`src/verilog/mfifoPkg.sv`:
```
`default_nettype none

// Geometry of the logical FIFOs that share the data RAM
package mfifoPkg;

  // Number of logical FIFOs carved out of the shared RAM
  localparam int NumFifos = 4;

  // Width of one data word on the push and pop sides
  localparam int Width = 8;

  // Binary FIFO ID on the push side selects one of NumFifos
  localparam int FifoIdWidth = 2;

  // Each pop port is served from a small staging buffer of this depth
  localparam int StagingDepth = 2;

  // Occupancy and reservation counters in a staging buffer must reach StagingDepth
  localparam int StagingCntWidth = 2;

endpackage : mfifoPkg

`default_nettype wire

```
`src/verilog/ramPkg.sv`:
```
`default_nettype none

// Shape and timing of the shared data RAM
package ramPkg;

  // Total entries shared by all logical FIFOs
  localparam int Depth = 16;

  localparam int AddrWidth = 4;

  // A per-FIFO occupancy count has to hold the value Depth itself
  localparam int CountWidth = 5;

  // Cycles from a read address to its read data
  localparam int ReadLatency = 1;

endpackage : ramPkg

`default_nettype wire

```
`src/verilog/ramIf.sv`:
```
`timescale 1ns/1ps
`default_nettype none

// Write and read ports of the shared data RAM
// Neither port has back-pressure, so an access happens whenever its valid is high
interface ramIf;

  // Write port
  logic                          wrValid;
  logic [ramPkg::AddrWidth-1:0]  wrAddr;
  logic [mfifoPkg::Width-1:0]    wrData;

  // Read address, issued by the controller
  logic                          rdAddrValid;
  logic [ramPkg::AddrWidth-1:0]  rdAddr;

  // Read data, returned ReadLatency cycles after the address
  logic                          rdDataValid;
  logic [mfifoPkg::Width-1:0]    rdData;

  // The controller drives both addresses and takes back the read data
  modport ctrl (
    output wrValid, wrAddr, wrData, rdAddrValid, rdAddr,
    input  rdDataValid, rdData
  );

  // The memory side is the mirror image
  modport mem (
    input  wrValid, wrAddr, wrData, rdAddrValid, rdAddr,
    output rdDataValid, rdData
  );

endinterface : ramIf

`default_nettype wire

```
`src/verilog/flopRam.sv`:
```
`timescale 1ns/1ps
`default_nettype none

// One write port, one read port RAM built from flops
// The read data is registered, giving one cycle of read latency
module flopRam (
  input logic clk,
  input logic rstN,
  ramIf.mem   ram
);

  // Storage array of Depth data words
  logic [mfifoPkg::Width-1:0] mem [ramPkg::Depth];

  // Write and registered read share the same clock edge
  always_ff @(posedge clk) begin
    if (ram.wrValid) begin
      mem[ram.wrAddr] <= ram.wrData;
    end
    // Read data only moves when an address is presented
    if (ram.rdAddrValid) begin
      ram.rdData <= mem[ram.rdAddr];
    end
  end

  // Read data valid follows the address valid by one cycle
  always_ff @(posedge clk or negedge rstN) begin
    if (!rstN) begin
      ram.rdDataValid <= 1'b0;
    end else begin
      ram.rdDataValid <= ram.rdAddrValid;
    end
  end

endmodule : flopRam

`default_nettype wire

```
`src/verilog/lruArbiter.sv`:
```
`timescale 1ns/1ps
`default_nettype none

// Least-recently-used arbiter
// The order list holds requester IDs, position 0 being the one granted longest ago
module lruArbiter (
  input  logic                           clk,
  input  logic                           rstN,
  input  logic [mfifoPkg::NumFifos-1:0]  request,
  output logic [mfifoPkg::NumFifos-1:0]  grant
);

  logic [mfifoPkg::NumFifos-1:0][mfifoPkg::FifoIdWidth-1:0] order;
  logic                                                     found;
  logic [mfifoPkg::FifoIdWidth-1:0]                         winPos;

  // Walk the order from oldest to newest and stop at the first requester
  always_comb begin
    grant  = '0;
    found  = 1'b0;
    winPos = '0;
    for (int p = 0; p < mfifoPkg::NumFifos; p++) begin
      if (!found && request[order[p]]) begin
        found           = 1'b1;
        winPos          = mfifoPkg::FifoIdWidth'(p);
        grant[order[p]] = 1'b1;
      end
    end
  end

  // The winner moves to the newest slot and everyone behind it shifts up by one
  always_ff @(posedge clk or negedge rstN) begin
    if (!rstN) begin
      // Lower IDs start out as the oldest
      for (int p = 0; p < mfifoPkg::NumFifos; p++) begin
        order[p] <= mfifoPkg::FifoIdWidth'(p);
      end
    end else if (found) begin
      for (int p = 0; p < mfifoPkg::NumFifos - 1; p++) begin
        if (p >= int'(winPos)) begin
          order[p] <= order[p+1];
        end
      end
      order[mfifoPkg::NumFifos-1] <= order[winPos];
    end
  end

endmodule : lruArbiter

`default_nettype wire

```
`src/verilog/stagingBuffer.sv`:
```
`timescale 1ns/1ps
`default_nettype none

// Two-entry pop buffer for one logical FIFO
// A slot is reserved when a RAM read is issued and filled when the data returns
module stagingBuffer (
  input  logic                        clk,
  input  logic                        rstN,
  input  logic                        reserve,
  input  logic                        fillValid,
  input  logic [mfifoPkg::Width-1:0]  fillData,
  input  logic                        popReady,
  output logic                        hasSpace,
  output logic                        popValid,
  output logic [mfifoPkg::Width-1:0]  popData,
  output logic                        empty
);

  logic [mfifoPkg::Width-1:0]          mem [mfifoPkg::StagingDepth];
  // One-bit pointers are enough for a depth of two
  logic                                wrPtr;
  logic                                rdPtr;
  logic [mfifoPkg::StagingCntWidth-1:0] count;
  logic [mfifoPkg::StagingCntWidth-1:0] reserved;
  logic [mfifoPkg::StagingCntWidth:0]   committed;
  logic                                popFire;

  assign popFire = popValid && popReady;
  assign popValid = (count != '0);
  assign empty    = (count == '0);
  assign popData  = mem[rdPtr];

  // Reads in flight count against the space just like stored entries
  assign committed = {1'b0, count} + {1'b0, reserved};
  assign hasSpace  = (committed < mfifoPkg::StagingDepth);

  always_ff @(posedge clk) begin
    if (fillValid) begin
      mem[wrPtr] <= fillData;
    end
  end

  always_ff @(posedge clk or negedge rstN) begin
    if (!rstN) begin
      wrPtr    <= 1'b0;
      rdPtr    <= 1'b0;
      count    <= '0;
      reserved <= '0;
    end else begin
      if (fillValid) begin
        wrPtr <= ~wrPtr;
      end
      if (popFire) begin
        rdPtr <= ~rdPtr;
      end
      // Fill and pop in the same cycle leave the occupancy unchanged
      case ({fillValid, popFire})
        2'b10:   count <= count + 1'b1;
        2'b01:   count <= count - 1'b1;
        default: count <= count;
      endcase
      // Arriving data turns a reservation into an occupied slot
      case ({reserve, fillValid})
        2'b10:   reserved <= reserved + 1'b1;
        2'b01:   reserved <= reserved - 1'b1;
        default: reserved <= reserved;
      endcase
    end
  end

endmodule : stagingBuffer

`default_nettype wire

```
`src/verilog/sharedFifoCtrl.sv`:
```
`timescale 1ns/1ps
`default_nettype none

// Controller of the shared multi-FIFO
// Pointers are kept as offsets from each FIFO's base, so an offset of zero is the base
module sharedFifoCtrl (
  input  logic                                                  clk,
  input  logic                                                  rstN,
  input  logic [mfifoPkg::NumFifos-1:0][ramPkg::AddrWidth-1:0] configBase,
  input  logic [mfifoPkg::NumFifos-1:0][ramPkg::AddrWidth-1:0] configBound,
  output logic                                                  configError,
  input  logic                                                  pushValid,
  input  logic [mfifoPkg::Width-1:0]                            pushData,
  input  logic [mfifoPkg::FifoIdWidth-1:0]                      pushFifoId,
  output logic                                                  pushReady,
  output logic [mfifoPkg::NumFifos-1:0]                         pushFull,
  output logic [mfifoPkg::NumFifos-1:0]                         popValid,
  output logic [mfifoPkg::NumFifos-1:0][mfifoPkg::Width-1:0]   popData,
  output logic [mfifoPkg::NumFifos-1:0]                         popEmpty,
  input  logic [mfifoPkg::NumFifos-1:0]                         popReady,
  ramIf.ctrl                                                    ram
);

  logic [ramPkg::AddrWidth-1:0]  wrOff    [mfifoPkg::NumFifos];
  logic [ramPkg::AddrWidth-1:0]  rdOff    [mfifoPkg::NumFifos];
  logic [ramPkg::AddrWidth-1:0]  lastOff  [mfifoPkg::NumFifos];
  logic [ramPkg::CountWidth-1:0] ramCount [mfifoPkg::NumFifos];
  logic [ramPkg::CountWidth-1:0] fifoSize [mfifoPkg::NumFifos];
  logic                          active;
  logic                          pushFire;
  logic [mfifoPkg::NumFifos-1:0] pushSel;
  logic [mfifoPkg::NumFifos-1:0] request;
  logic [mfifoPkg::NumFifos-1:0] grant;
  logic [mfifoPkg::NumFifos-1:0] hasSpace;
  logic [mfifoPkg::NumFifos-1:0] stagingEmpty;
  // One-hot grant delayed to line up with the returning read data
  logic [ramPkg::ReadLatency-1:0][mfifoPkg::NumFifos-1:0] fillPipe;

  // Ranges must be non-empty, ascending, non-overlapping and inside the RAM
  always_comb begin
    configError = 1'b0;
    for (int i = 0; i < mfifoPkg::NumFifos; i++) begin
      if (configBase[i] > configBound[i]) configError = 1'b1;
      if (int'(configBound[i]) >= ramPkg::Depth) configError = 1'b1;
      if (int'(configBase[i]) >= ramPkg::Depth) configError = 1'b1;
      if (i > 0 && configBase[i] <= configBound[i-1]) configError = 1'b1;
      lastOff[i]  = configBound[i] - configBase[i];
      fifoSize[i] = ramPkg::CountWidth'(lastOff[i]) + 1'b1;
      pushFull[i] = (ramCount[i] == fifoSize[i]);
      popEmpty[i] = (ramCount[i] == '0) && stagingEmpty[i];
      // Ask for the read port only with data in RAM and room downstream
      request[i]  = (ramCount[i] != '0) && hasSpace[i];
    end
  end

  // Pushes wait until the first cycle after reset and need a sane config
  assign pushReady = active && !configError && !pushFull[pushFifoId];
  assign pushFire  = pushValid && pushReady;
  assign pushSel   = pushFire ? (mfifoPkg::NumFifos'(1) << pushFifoId) : '0;

  // An accepted push goes straight into the RAM on the same edge
  assign ram.wrValid = pushFire;
  assign ram.wrAddr  = configBase[pushFifoId] + wrOff[pushFifoId];
  assign ram.wrData  = pushData;

  lruArbiter lruArbiter_inst (
    .clk,
    .rstN,
    .request,
    .grant
  );

  // Grant is one-hot, so the read address is an OR of masked per-FIFO addresses
  always_comb begin
    ram.rdAddr = '0;
    for (int i = 0; i < mfifoPkg::NumFifos; i++) begin
      if (grant[i]) ram.rdAddr = ram.rdAddr | (configBase[i] + rdOff[i]);
    end
  end
  assign ram.rdAddrValid = |grant;

  always_ff @(posedge clk or negedge rstN) begin
    if (!rstN) begin
      active   <= 1'b0;
      fillPipe <= '0;
      for (int i = 0; i < mfifoPkg::NumFifos; i++) begin
        wrOff[i]    <= '0;
        rdOff[i]    <= '0;
        ramCount[i] <= '0;
      end
    end else begin
      active      <= 1'b1;
      fillPipe[0] <= grant;
      for (int k = 1; k < ramPkg::ReadLatency; k++) begin
        fillPipe[k] <= fillPipe[k-1];
      end
      for (int i = 0; i < mfifoPkg::NumFifos; i++) begin
        // Offsets wrap at the bound, bringing the address back to the base
        if (pushSel[i]) wrOff[i] <= (wrOff[i] == lastOff[i]) ? '0 : wrOff[i] + 1'b1;
        if (grant[i]) rdOff[i] <= (rdOff[i] == lastOff[i]) ? '0 : rdOff[i] + 1'b1;
        // The RAM slot is freed as soon as its read is issued
        case ({pushSel[i], grant[i]})
          2'b10:   ramCount[i] <= ramCount[i] + 1'b1;
          2'b01:   ramCount[i] <= ramCount[i] - 1'b1;
          default: ramCount[i] <= ramCount[i];
        endcase
      end
    end
  end

  for (genvar i = 0; i < mfifoPkg::NumFifos; i++) begin : gStage
    stagingBuffer stagingBuffer_inst (
      .clk,
      .rstN,
      .reserve   (grant[i]),
      .fillValid (ram.rdDataValid && fillPipe[ramPkg::ReadLatency-1][i]),
      .fillData  (ram.rdData),
      .popReady  (popReady[i]),
      .hasSpace  (hasSpace[i]),
      .popValid  (popValid[i]),
      .popData   (popData[i]),
      .empty     (stagingEmpty[i])
    );
  end

endmodule : sharedFifoCtrl

`default_nettype wire

```
`src/verilog/sharedFifoFlops.sv`:
```
`timescale 1ns/1ps
`default_nettype none

// Shared-storage multi-FIFO with flop-based storage and pseudo-static allocation
// Base and bound inputs are inclusive and must be held stable while out of reset
module sharedFifoFlops (
  input  logic                                                  clk,
  input  logic                                                  rstN,
  input  logic [mfifoPkg::NumFifos-1:0][ramPkg::AddrWidth-1:0] configBase,
  input  logic [mfifoPkg::NumFifos-1:0][ramPkg::AddrWidth-1:0] configBound,
  output logic                                                  configError,
  input  logic                                                  pushValid,
  input  logic [mfifoPkg::Width-1:0]                            pushData,
  input  logic [mfifoPkg::FifoIdWidth-1:0]                      pushFifoId,
  output logic                                                  pushReady,
  output logic [mfifoPkg::NumFifos-1:0]                         pushFull,
  output logic [mfifoPkg::NumFifos-1:0]                         popValid,
  output logic [mfifoPkg::NumFifos-1:0][mfifoPkg::Width-1:0]   popData,
  output logic [mfifoPkg::NumFifos-1:0]                         popEmpty,
  input  logic [mfifoPkg::NumFifos-1:0]                         popReady
);

  // Bundle between the controller and the data RAM
  ramIf ramBus ();

  sharedFifoCtrl sharedFifoCtrl_inst (
    .clk,
    .rstN,
    .configBase,
    .configBound,
    .configError,
    .pushValid,
    .pushData,
    .pushFifoId,
    .pushReady,
    .pushFull,
    .popValid,
    .popData,
    .popEmpty,
    .popReady,
    .ram (ramBus.ctrl)
  );

  flopRam flopRam_inst (
    .clk,
    .rstN,
    .ram (ramBus.mem)
  );

endmodule : sharedFifoFlops

`default_nettype wire

```
`config.mk`:
```
export PLATFORM = sky130hd
export DESIGN_NAME = sharedFifoFlops
export DESIGN_NICKNAME = d
export VERILOG_FILES = /design/src/verilog/mfifoPkg.sv /design/src/verilog/ramPkg.sv /design/src/verilog/ramIf.sv /design/src/verilog/flopRam.sv /design/src/verilog/lruArbiter.sv /design/src/verilog/stagingBuffer.sv /design/src/verilog/sharedFifoCtrl.sv /design/src/verilog/sharedFifoFlops.sv
export SDC_FILE = /design/constraint.sdc
export NUM_CORES = 1
export LEC_CHECK = 0
export BUFFER_PORTS_ARGS = -buffer_cell sky130_fd_sc_hd__buf_2
export CORE_AREA = 2 2 139 195
export DETAILED_ROUTE_END_ITERATION = 10
export DIE_AREA = 0 0 141 197
export PLACE_DENSITY = 0.78
export SETUP_SLACK_MARGIN = 0.15
export SYNTH_ARGS = -nofsm -noshare
export SYNTH_HDL_FRONTEND = slang
export SYNTH_SLANG_ARGS = --single-unit
```
`constraint.sdc`:
```
create_clock -name clk -period 8.9 [get_ports clk]
set_clock_uncertainty 0.1 [all_clocks]
set_input_delay 1.78 -clock clk [delete_from_list [all_inputs] [get_ports clk]]
set_output_delay 1.78 -clock clk [all_outputs]
set_load 0.05 [all_outputs]
```
# Word-level counts from Yosys, hierarchy flattened
# Memory sizes are Yosys's and may differ from the RTL's. A register that Yosys moved wholly into a read port is not among the register bits.
# Cells that the tools add are included.
op_classes:
  add_sub_neg: 49
  order_cmp: 25
  n_eq_ne: 36
  shifts: 1
  n_mux: 78
  bitwise: 15
  reduce_logical: 63
ops:
  columns: ["operator", "count"]
  rows:
  - ["two-way mux 4 bit", 20]
  - ["case mux 5 bit (2 select lines)", 4]
  - ["adder 4 x 1 -> 4 bit, second input constant", 8]
  - ["equality test 4 bit", 8]
  - ["case mux 2 bit (2 select lines)", 8]
  - ["nonzero test 2 bit", 16]
  - ["two-way mux 1 bit", 31]
  - ["logical AND 1 bit", 26]
  - ["equality test 2 x 1 -> 1 bit, second input constant", 12]
  - ["equality test 2 bit, second input constant", 12]
  - ["bitwise OR 4 bit", 6]
  - ["adder 4 x 1 -> 5 bit, second input constant", 4]
  - ["adder 4 bit", 5]
  - ["adder 5 x 1 -> 5 bit, second input constant", 4]
  - ["equality test 5 bit", 4]
  - ["logical NOT 5 bit", 4]
  - ["nonzero test 5 bit", 4]
  - ["subtractor 5 x 1 -> 5 bit, second input constant", 4]
  - ["< comparator 2 x 3 -> 1 bit, second input constant", 6]
  - ["adder 2 x 1 -> 2 bit, second input constant", 8]
  - ["binary-select mux 4 bit (select 2 bit)", 2]
  - ["greater-than comparator 4 bit", 4]
  - ["subtractor 2 x 1 -> 2 bit, second input constant", 8]
  - ["subtractor 4 bit", 4]
  - ["18 further kinds", 55]
totals:
  ff_bits: 90
  ramBits: 192
  input_bits: 49
  out_inout_bits: 46
  elab_cells: 307
  memories: 5
mem_list:
  columns: ["memory", "words", "width", "read_ports", "rd_ports_with_merged_regs", "wr", "line_no", "rtl"]
  rows:
  - ["flopRam_inst.mem", 16, 8, 1, 1, 1, "flopRam.sv:13", "logic [mfifoPkg::Width-1:0] mem [ramPkg::Depth];"]
  - ["sharedFifoCtrl_inst.gStage[0].stagingBuffer_inst.mem", 2, 8, 1, 0, 1, "stagingBuffer.sv:19", "logic [mfifoPkg::Width-1:0] mem [mfifoPkg::StagingDepth];"]
  - ["sharedFifoCtrl_inst.gStage[1].stagingBuffer_inst.mem", 2, 8, 1, 0, 1, "stagingBuffer.sv:19", null]
  - ["sharedFifoCtrl_inst.gStage[2].stagingBuffer_inst.mem", 2, 8, 1, 0, 1, "stagingBuffer.sv:19", null]
  - ["sharedFifoCtrl_inst.gStage[3].stagingBuffer_inst.mem", 2, 8, 1, 0, 1, "stagingBuffer.sv:19", null]

# Longest topological paths before layout
logic_depth:
  word_depth: 22
  depth_mapped: 21
  depth_no_buf: 20

# By module
# From an unflattened synthesis, not the netlist that was laid out.
hier_totals:
  cells_unflattened: 1162
  hier_area_um2: 15491.1
by_module_without_submodules:
  columns: ["mod", "instances", "cells_each", "area_each_um2", "seq_area_each_um2"]
  rows:
  - ["sharedFifoCtrl", 1, 635, 5910.7, 1426.4]
  - ["flopRam", 1, 230, 5252.5, 4108.9]
  - ["stagingBuffer", 4, 55, 904.6, 630.6]
  - ["lruArbiter", 1, 77, 709.4, 205.2]

# Worst setup path before layout
# No wires, ideal clock.
synth_path:
  path_kind: "input-to-output"
  startpoint: "input configBound[12] (netlist bit)"
  endpoint: "output pushReady"
  t_arrival_ns: 4.867
  t_required_ns: 7.020
  path_slack_ns: 2.153
  path_stages: 14
  path_buffers: 1
  path_cell_list: "inv_1 -> ha_1 -> inv_1 -> fa_1 -> ha_1 -> inv_1 -> or3_1 -> a2111oi_0 -> a31oi_1 -> o311ai_0 -> o21ai_0 -> nand3_1 -> clkbuf_1 -> inv_1"
synth_between:
  elab_chain_len: 7
  elab_cells_between_ends: 12
  classes_between: "add/sub: 2; order compare: 1; eq/ne: 1; mux: 4; reduce/logical: 4"
synth_lines:
  columns: ["element", "line_no", "rtl"]
  rows:
  - ["start, declared", "sharedFifoFlops.sv:10", "input logic [mfifoPkg::NumFifos-1:0][ramPkg::AddrWidth-1:0] configBound,"]
  - ["subtractor 4 bit", "sharedFifoCtrl.sv:47", "lastOff[i] = configBound[i] - configBase[i];"]
  - ["adder 4 x 1 -> 5 bit", "sharedFifoCtrl.sv:48", "fifoSize[i] = ramPkg::CountWidth'(lastOff[i]) + 1'b1;"]
  - ["equality test 5 bit", "sharedFifoCtrl.sv:49", "pushFull[i] = (ramCount[i] == fifoSize[i]);"]
  - ["binary-select mux 1 bit (select 2 bit)", "sharedFifoCtrl.sv:57", "assign pushReady = active && !configError && !pushFull[pushFifoId];"]
  - ["two-way mux 1 bit (implied by the code)", "sharedFifoCtrl.sv:57", null]
  - ["logical NOT 1 bit", "sharedFifoCtrl.sv:57", null]
  - ["logical AND 1 bit *", "sharedFifoCtrl.sv:57", null]
  - ["end, declared", "sharedFifoFlops.sv:15", "output logic pushReady,"]
# Mark *: on every way between the ends. The rest lies on a longest branch, timed or not. The select of a mux whose other input is x is not followed.

# Worst setup path in the final report
layout_path:
  startpoint: "input configBase[13] (netlist bit)"
  endpoint: "output pushReady"
layout_between:
  elab_chain_len: 7
  elab_cells_between_ends: 13
  classes_between: "add/sub: 2; order compare: 2; eq/ne: 1; mux: 4; reduce/logical: 4"
layout_lines:
  columns: ["element", "line_no", "rtl"]
  rows:
  - ["start, declared", "sharedFifoFlops.sv:9", "input logic [mfifoPkg::NumFifos-1:0][ramPkg::AddrWidth-1:0] configBase,"]
  - ["subtractor 4 bit", "sharedFifoCtrl.sv:47", null]
  - ["adder 4 x 1 -> 5 bit", "sharedFifoCtrl.sv:48", null]
  - ["equality test 5 bit", "sharedFifoCtrl.sv:49", null]
  - ["binary-select mux 1 bit (select 2 bit)", "sharedFifoCtrl.sv:57", null]
  - ["two-way mux 1 bit (implied by the code)", "sharedFifoCtrl.sv:57", null]
  - ["logical NOT 1 bit", "sharedFifoCtrl.sv:57", null]
  - ["logical AND 1 bit *", "sharedFifoCtrl.sv:57", null]
# Marks and branches as above.

==> flow_summary.toml <==
[outcome]
status = "completed"

[grt]
grt_start_max_net_pins = 60
antenna_found_initial = 1
grt_pass1_wl_mm = 54.6
grtUsageTotal = 0.253
grt_pass1_vias = 9869
grt-ovfl-total = 0

[synthesis]
yosys-top-cells-area = "edfxtp_1, dfrtp_1, ha_1"
syn_inst = 1159
netlist_area_um2 = 15400
synth_edf_count = 200
synth_largest_area_cell = "edfxtp_1"
synth_ff_type = "edfxtp_1"
synth.distinct_cells = 71
yosysTopAreaCellShare = 0.389
ys_warn_count = 0
synth-seq-cells = 290
yosysSeqAreaShare = 0.535
avgSynthCellArea_um2 = 13.3
synth_fp_nets = 1304
async_flop_share = 0.310

[die]
die_w_um = 141
start_util = 0.594
ioPinCount = 95
die_y_um = 197
die_area_um2 = 27800
coreArea_um2 = 26000
fp-row-count = 70

[drt]
wirelength_mm = 34.4
viasPerCell = 6.01
wire_per_inst_um = 21.4
first_pass_iters = 7
num_vias = 9661
drtIter0Drc = 944
postRouteAntennaNets = 0
drc = 0

[clock_network]
cts_sinks = 290
cts_resized = 0
root_buffer = "clkbuf_16"
postCtsHoldBufs = 0
cts_tree = "yes"
numCtsBuffers = 27
clk_transition_reported_paths_ns = 0.06
cts_buffer_depth = 3
postCtsSetupBuffers = 0
htree_levels = 1
clock_latency_ns = 0.55

[sta]
min_period_ns = 7.32
timing.fmax_mhz = 137
finalMaxSlewViolations = 0
hold_viol = 0
worstMarginPinSlew_ns = 1.25
fin_ws_ns = 1.58
relSlewSlack = 0.161
setup_violations = 0
fin_tns_setup_ns = 0
period_share = 0.823
rsz0062_at_grt = "false"

[finish]
nFillCells = 1840
regArea_um2 = 8260
area_delta_synth_final_pct = 12.2
diodes = 0
multiInputGateArea_um2 = 6650
nNetsFinal = 1407
layout.cells.non_filler = 1607
final_layout_size_suffix_gt1_frac = 0.193

[place]
gp_congestion = 0.917
pre_cts_slack_ns = 1.66
hpwl_mm = 24.0
port-buffer-count = 94
dp.cells = 1557

[critical_path]
reg2reg_from = "sharedFifoCtrl_inst.ramCount[6]"
reg2reg_setup_slack_ns = 3.53
cp-start-kind = "input port"
reg2reg_to = "sharedFifoCtrl_inst.ramCount[4]"
cp-end-kind = "output pin"
cp_max_fo = 17
cp.required_ns = 7.02
ff2ff_path_depth = 14
crit_type = "input port to output pin"
cp.arrival_ns = 5.44

[pwr]
p_leak_nw = 7.05
power_density_nw_per_um2 = 371
ir_drop_mv = 0.361
finalPower_mw = 6.42

[hold_path]
worstHoldPathType = "register to register"
worstHoldPathCells = 1

[job]
drv_cap = 0
==> how the worst max path moves through the flow <==
stage / start / to / slack [ns] / cells after the start
floorplan: configBound[12] / pushReady / 2.15 / 14
global placement: configBase[12] / pushReady / 1.77 / 14
detailed placement: configBase[12] / pushReady / 1.66 / 14
CTS: configBase[12] / pushReady / 1.63 / 14
global route: configBase[12] / pushReady / 1.13 / 14
finish: configBase[13] / pushReady / 1.58 / 13
==> cells in the mapped netlist (5+ instances only) <==
| library cell | n |
|---|---|
| nand2b_1 | 15 |
| edfxtp_1 | 200 |
| a21o_1 | 15 |
| o21a_1 | 8 |
| a31oi_1 | 5 |
| nand3_1 | 18 |
| clkbuf_1 | 23 |
| o31ai_1 | 5 |
| and2_1 | 8 |
| fa_1 | 17 |
| inv_1 | 85 |
| nor2b_1 | 17 |
| buf_2 | 5 |
| mux4_2 | 20 |
| a21oi_1 | 20 |
| nor3b_1 | 7 |
| mux2_2 | 36 |
| o21ai_0 | 65 |
| xor2_1 | 49 |
| nand2_1 | 58 |
| nor4_1 | 23 |
| or4_1 | 5 |
| nand4_1 | 7 |
| mux4_1 | 22 |
| o2111ai_1 | 9 |
| mux2i_1 | 28 |
| or2_2 | 13 |
| ha_1 | 79 |
| dfrtp_1 | 86 |
| buf_6 | 6 |
| nor2_1 | 38 |
| nor3_1 | 9 |
| nand3b_1 | 6 |
| buf_4 | 5 |
| xnor2_1 | 76 |
==> kinds of logic (layout without fill, tap and decap cells) <==
kind of cell,after synthesis,in the layout,synth area share
DFF,290,290,0.535
and+or+nand+nor,235,235,0.0795
buffers and inverters,125,249,0.0349
adders and majority gates,96,96,0.0861
AOI/OAI and AO/OA,181,181,0.0822
other,1,1,0.000243
muxes,106,106,0.111
xor gates and xnor gates,125,125,0.0709
==> layout by cell type, fill, tap and decap left out, types with 21 or more instances in the layout <==
master,count
mux2_2,36
nor2_1,38
o21ai_0,65
buf_2,93
xor2_1,49
mux2i_1,28
buf_4,21
nand2_1,58
clkbuf_16,27
mux4_1,22
ha_1,79
nor4_1,23
edfxtp_1,200
inv_1,85
xnor2_1,76
dfrtp_1,86
==> power breakdown <==
| group | internal (mW) | switching (mW) |
|---|---|---|
| clock | 0.838 | 0.518 |
| sequential | 1.72 | 0.229 |
| combinational | 1.35 | 1.77 |
==> critical path: stages <==
cell and delay [ns]:
buf_2 0.17, inv_1 0.15, fa_1 0.65, ha_1 0.21, inv_1 0.06, or3_1 0.34
a2111oi_0 0.40, a31oi_1 0.11, o311ai_0 0.47, o21ai_0 0.25, nand3_1 0.49, inv_1 0.12
buf_2 0.24
==> per-layer routing <==
layer  GRT usage  vias up  share of wire
met3      0.0304       55          0.049
met2       0.451      274           0.52
li1            -     4505              -
met4      0.0737        2          0.024
met5           0        -        0.00038
met1       0.328     4825           0.41
==> metrics by stage <==
stage          cell area, µm²  utilization  hold slack (ns)
2_1_floorplan           15400            -            0.361
3_3_place_gp            16300        0.625            0.375
3_5_place_dp            16300        0.625            0.384
4_1_cts                 17300        0.666            0.394
5_1_grt                 17300        0.666            0.413
6_report                17300        0.666            0.394
==> layout make-up <==
cell class                      count  share of cell area
Multi-Input combinational cell    744               0.384
Clock inverter                     17              0.0184
Sequential cell                   290               0.477
Clock buffer                       33              0.0432
Tap cell                          324              0.0234
Inverter                           85              0.0184
Timing Repair Buffer              114              0.0360
==> flip-flops by register name, summed over array words and instances (netlist names), named ones only <==
name,flops
flopRam_inst.mem,128
sharedFifoCtrl_inst.gStage.stagingBuffer_inst.mem,64
sharedFifoCtrl_inst.ramCount,20
sharedFifoCtrl_inst.rdOff,16
sharedFifoCtrl_inst.wrOff,16
flopRam_inst.ram.rdData,8
sharedFifoCtrl_inst.gStage.stagingBuffer_inst.count,8
sharedFifoCtrl_inst.gStage.stagingBuffer_inst.reserved,8
sharedFifoCtrl_inst.lruArbiter_inst.order,6
sharedFifoCtrl_inst.fillPipe,4
sharedFifoCtrl_inst.gStage.stagingBuffer_inst.rdPtr,4
sharedFifoCtrl_inst.gStage.stagingBuffer_inst.wrPtr,4
flopRam_inst.ram.rdDataValid,1
sharedFifoCtrl_inst.active,1
Power figures use the tool's default switching activity.
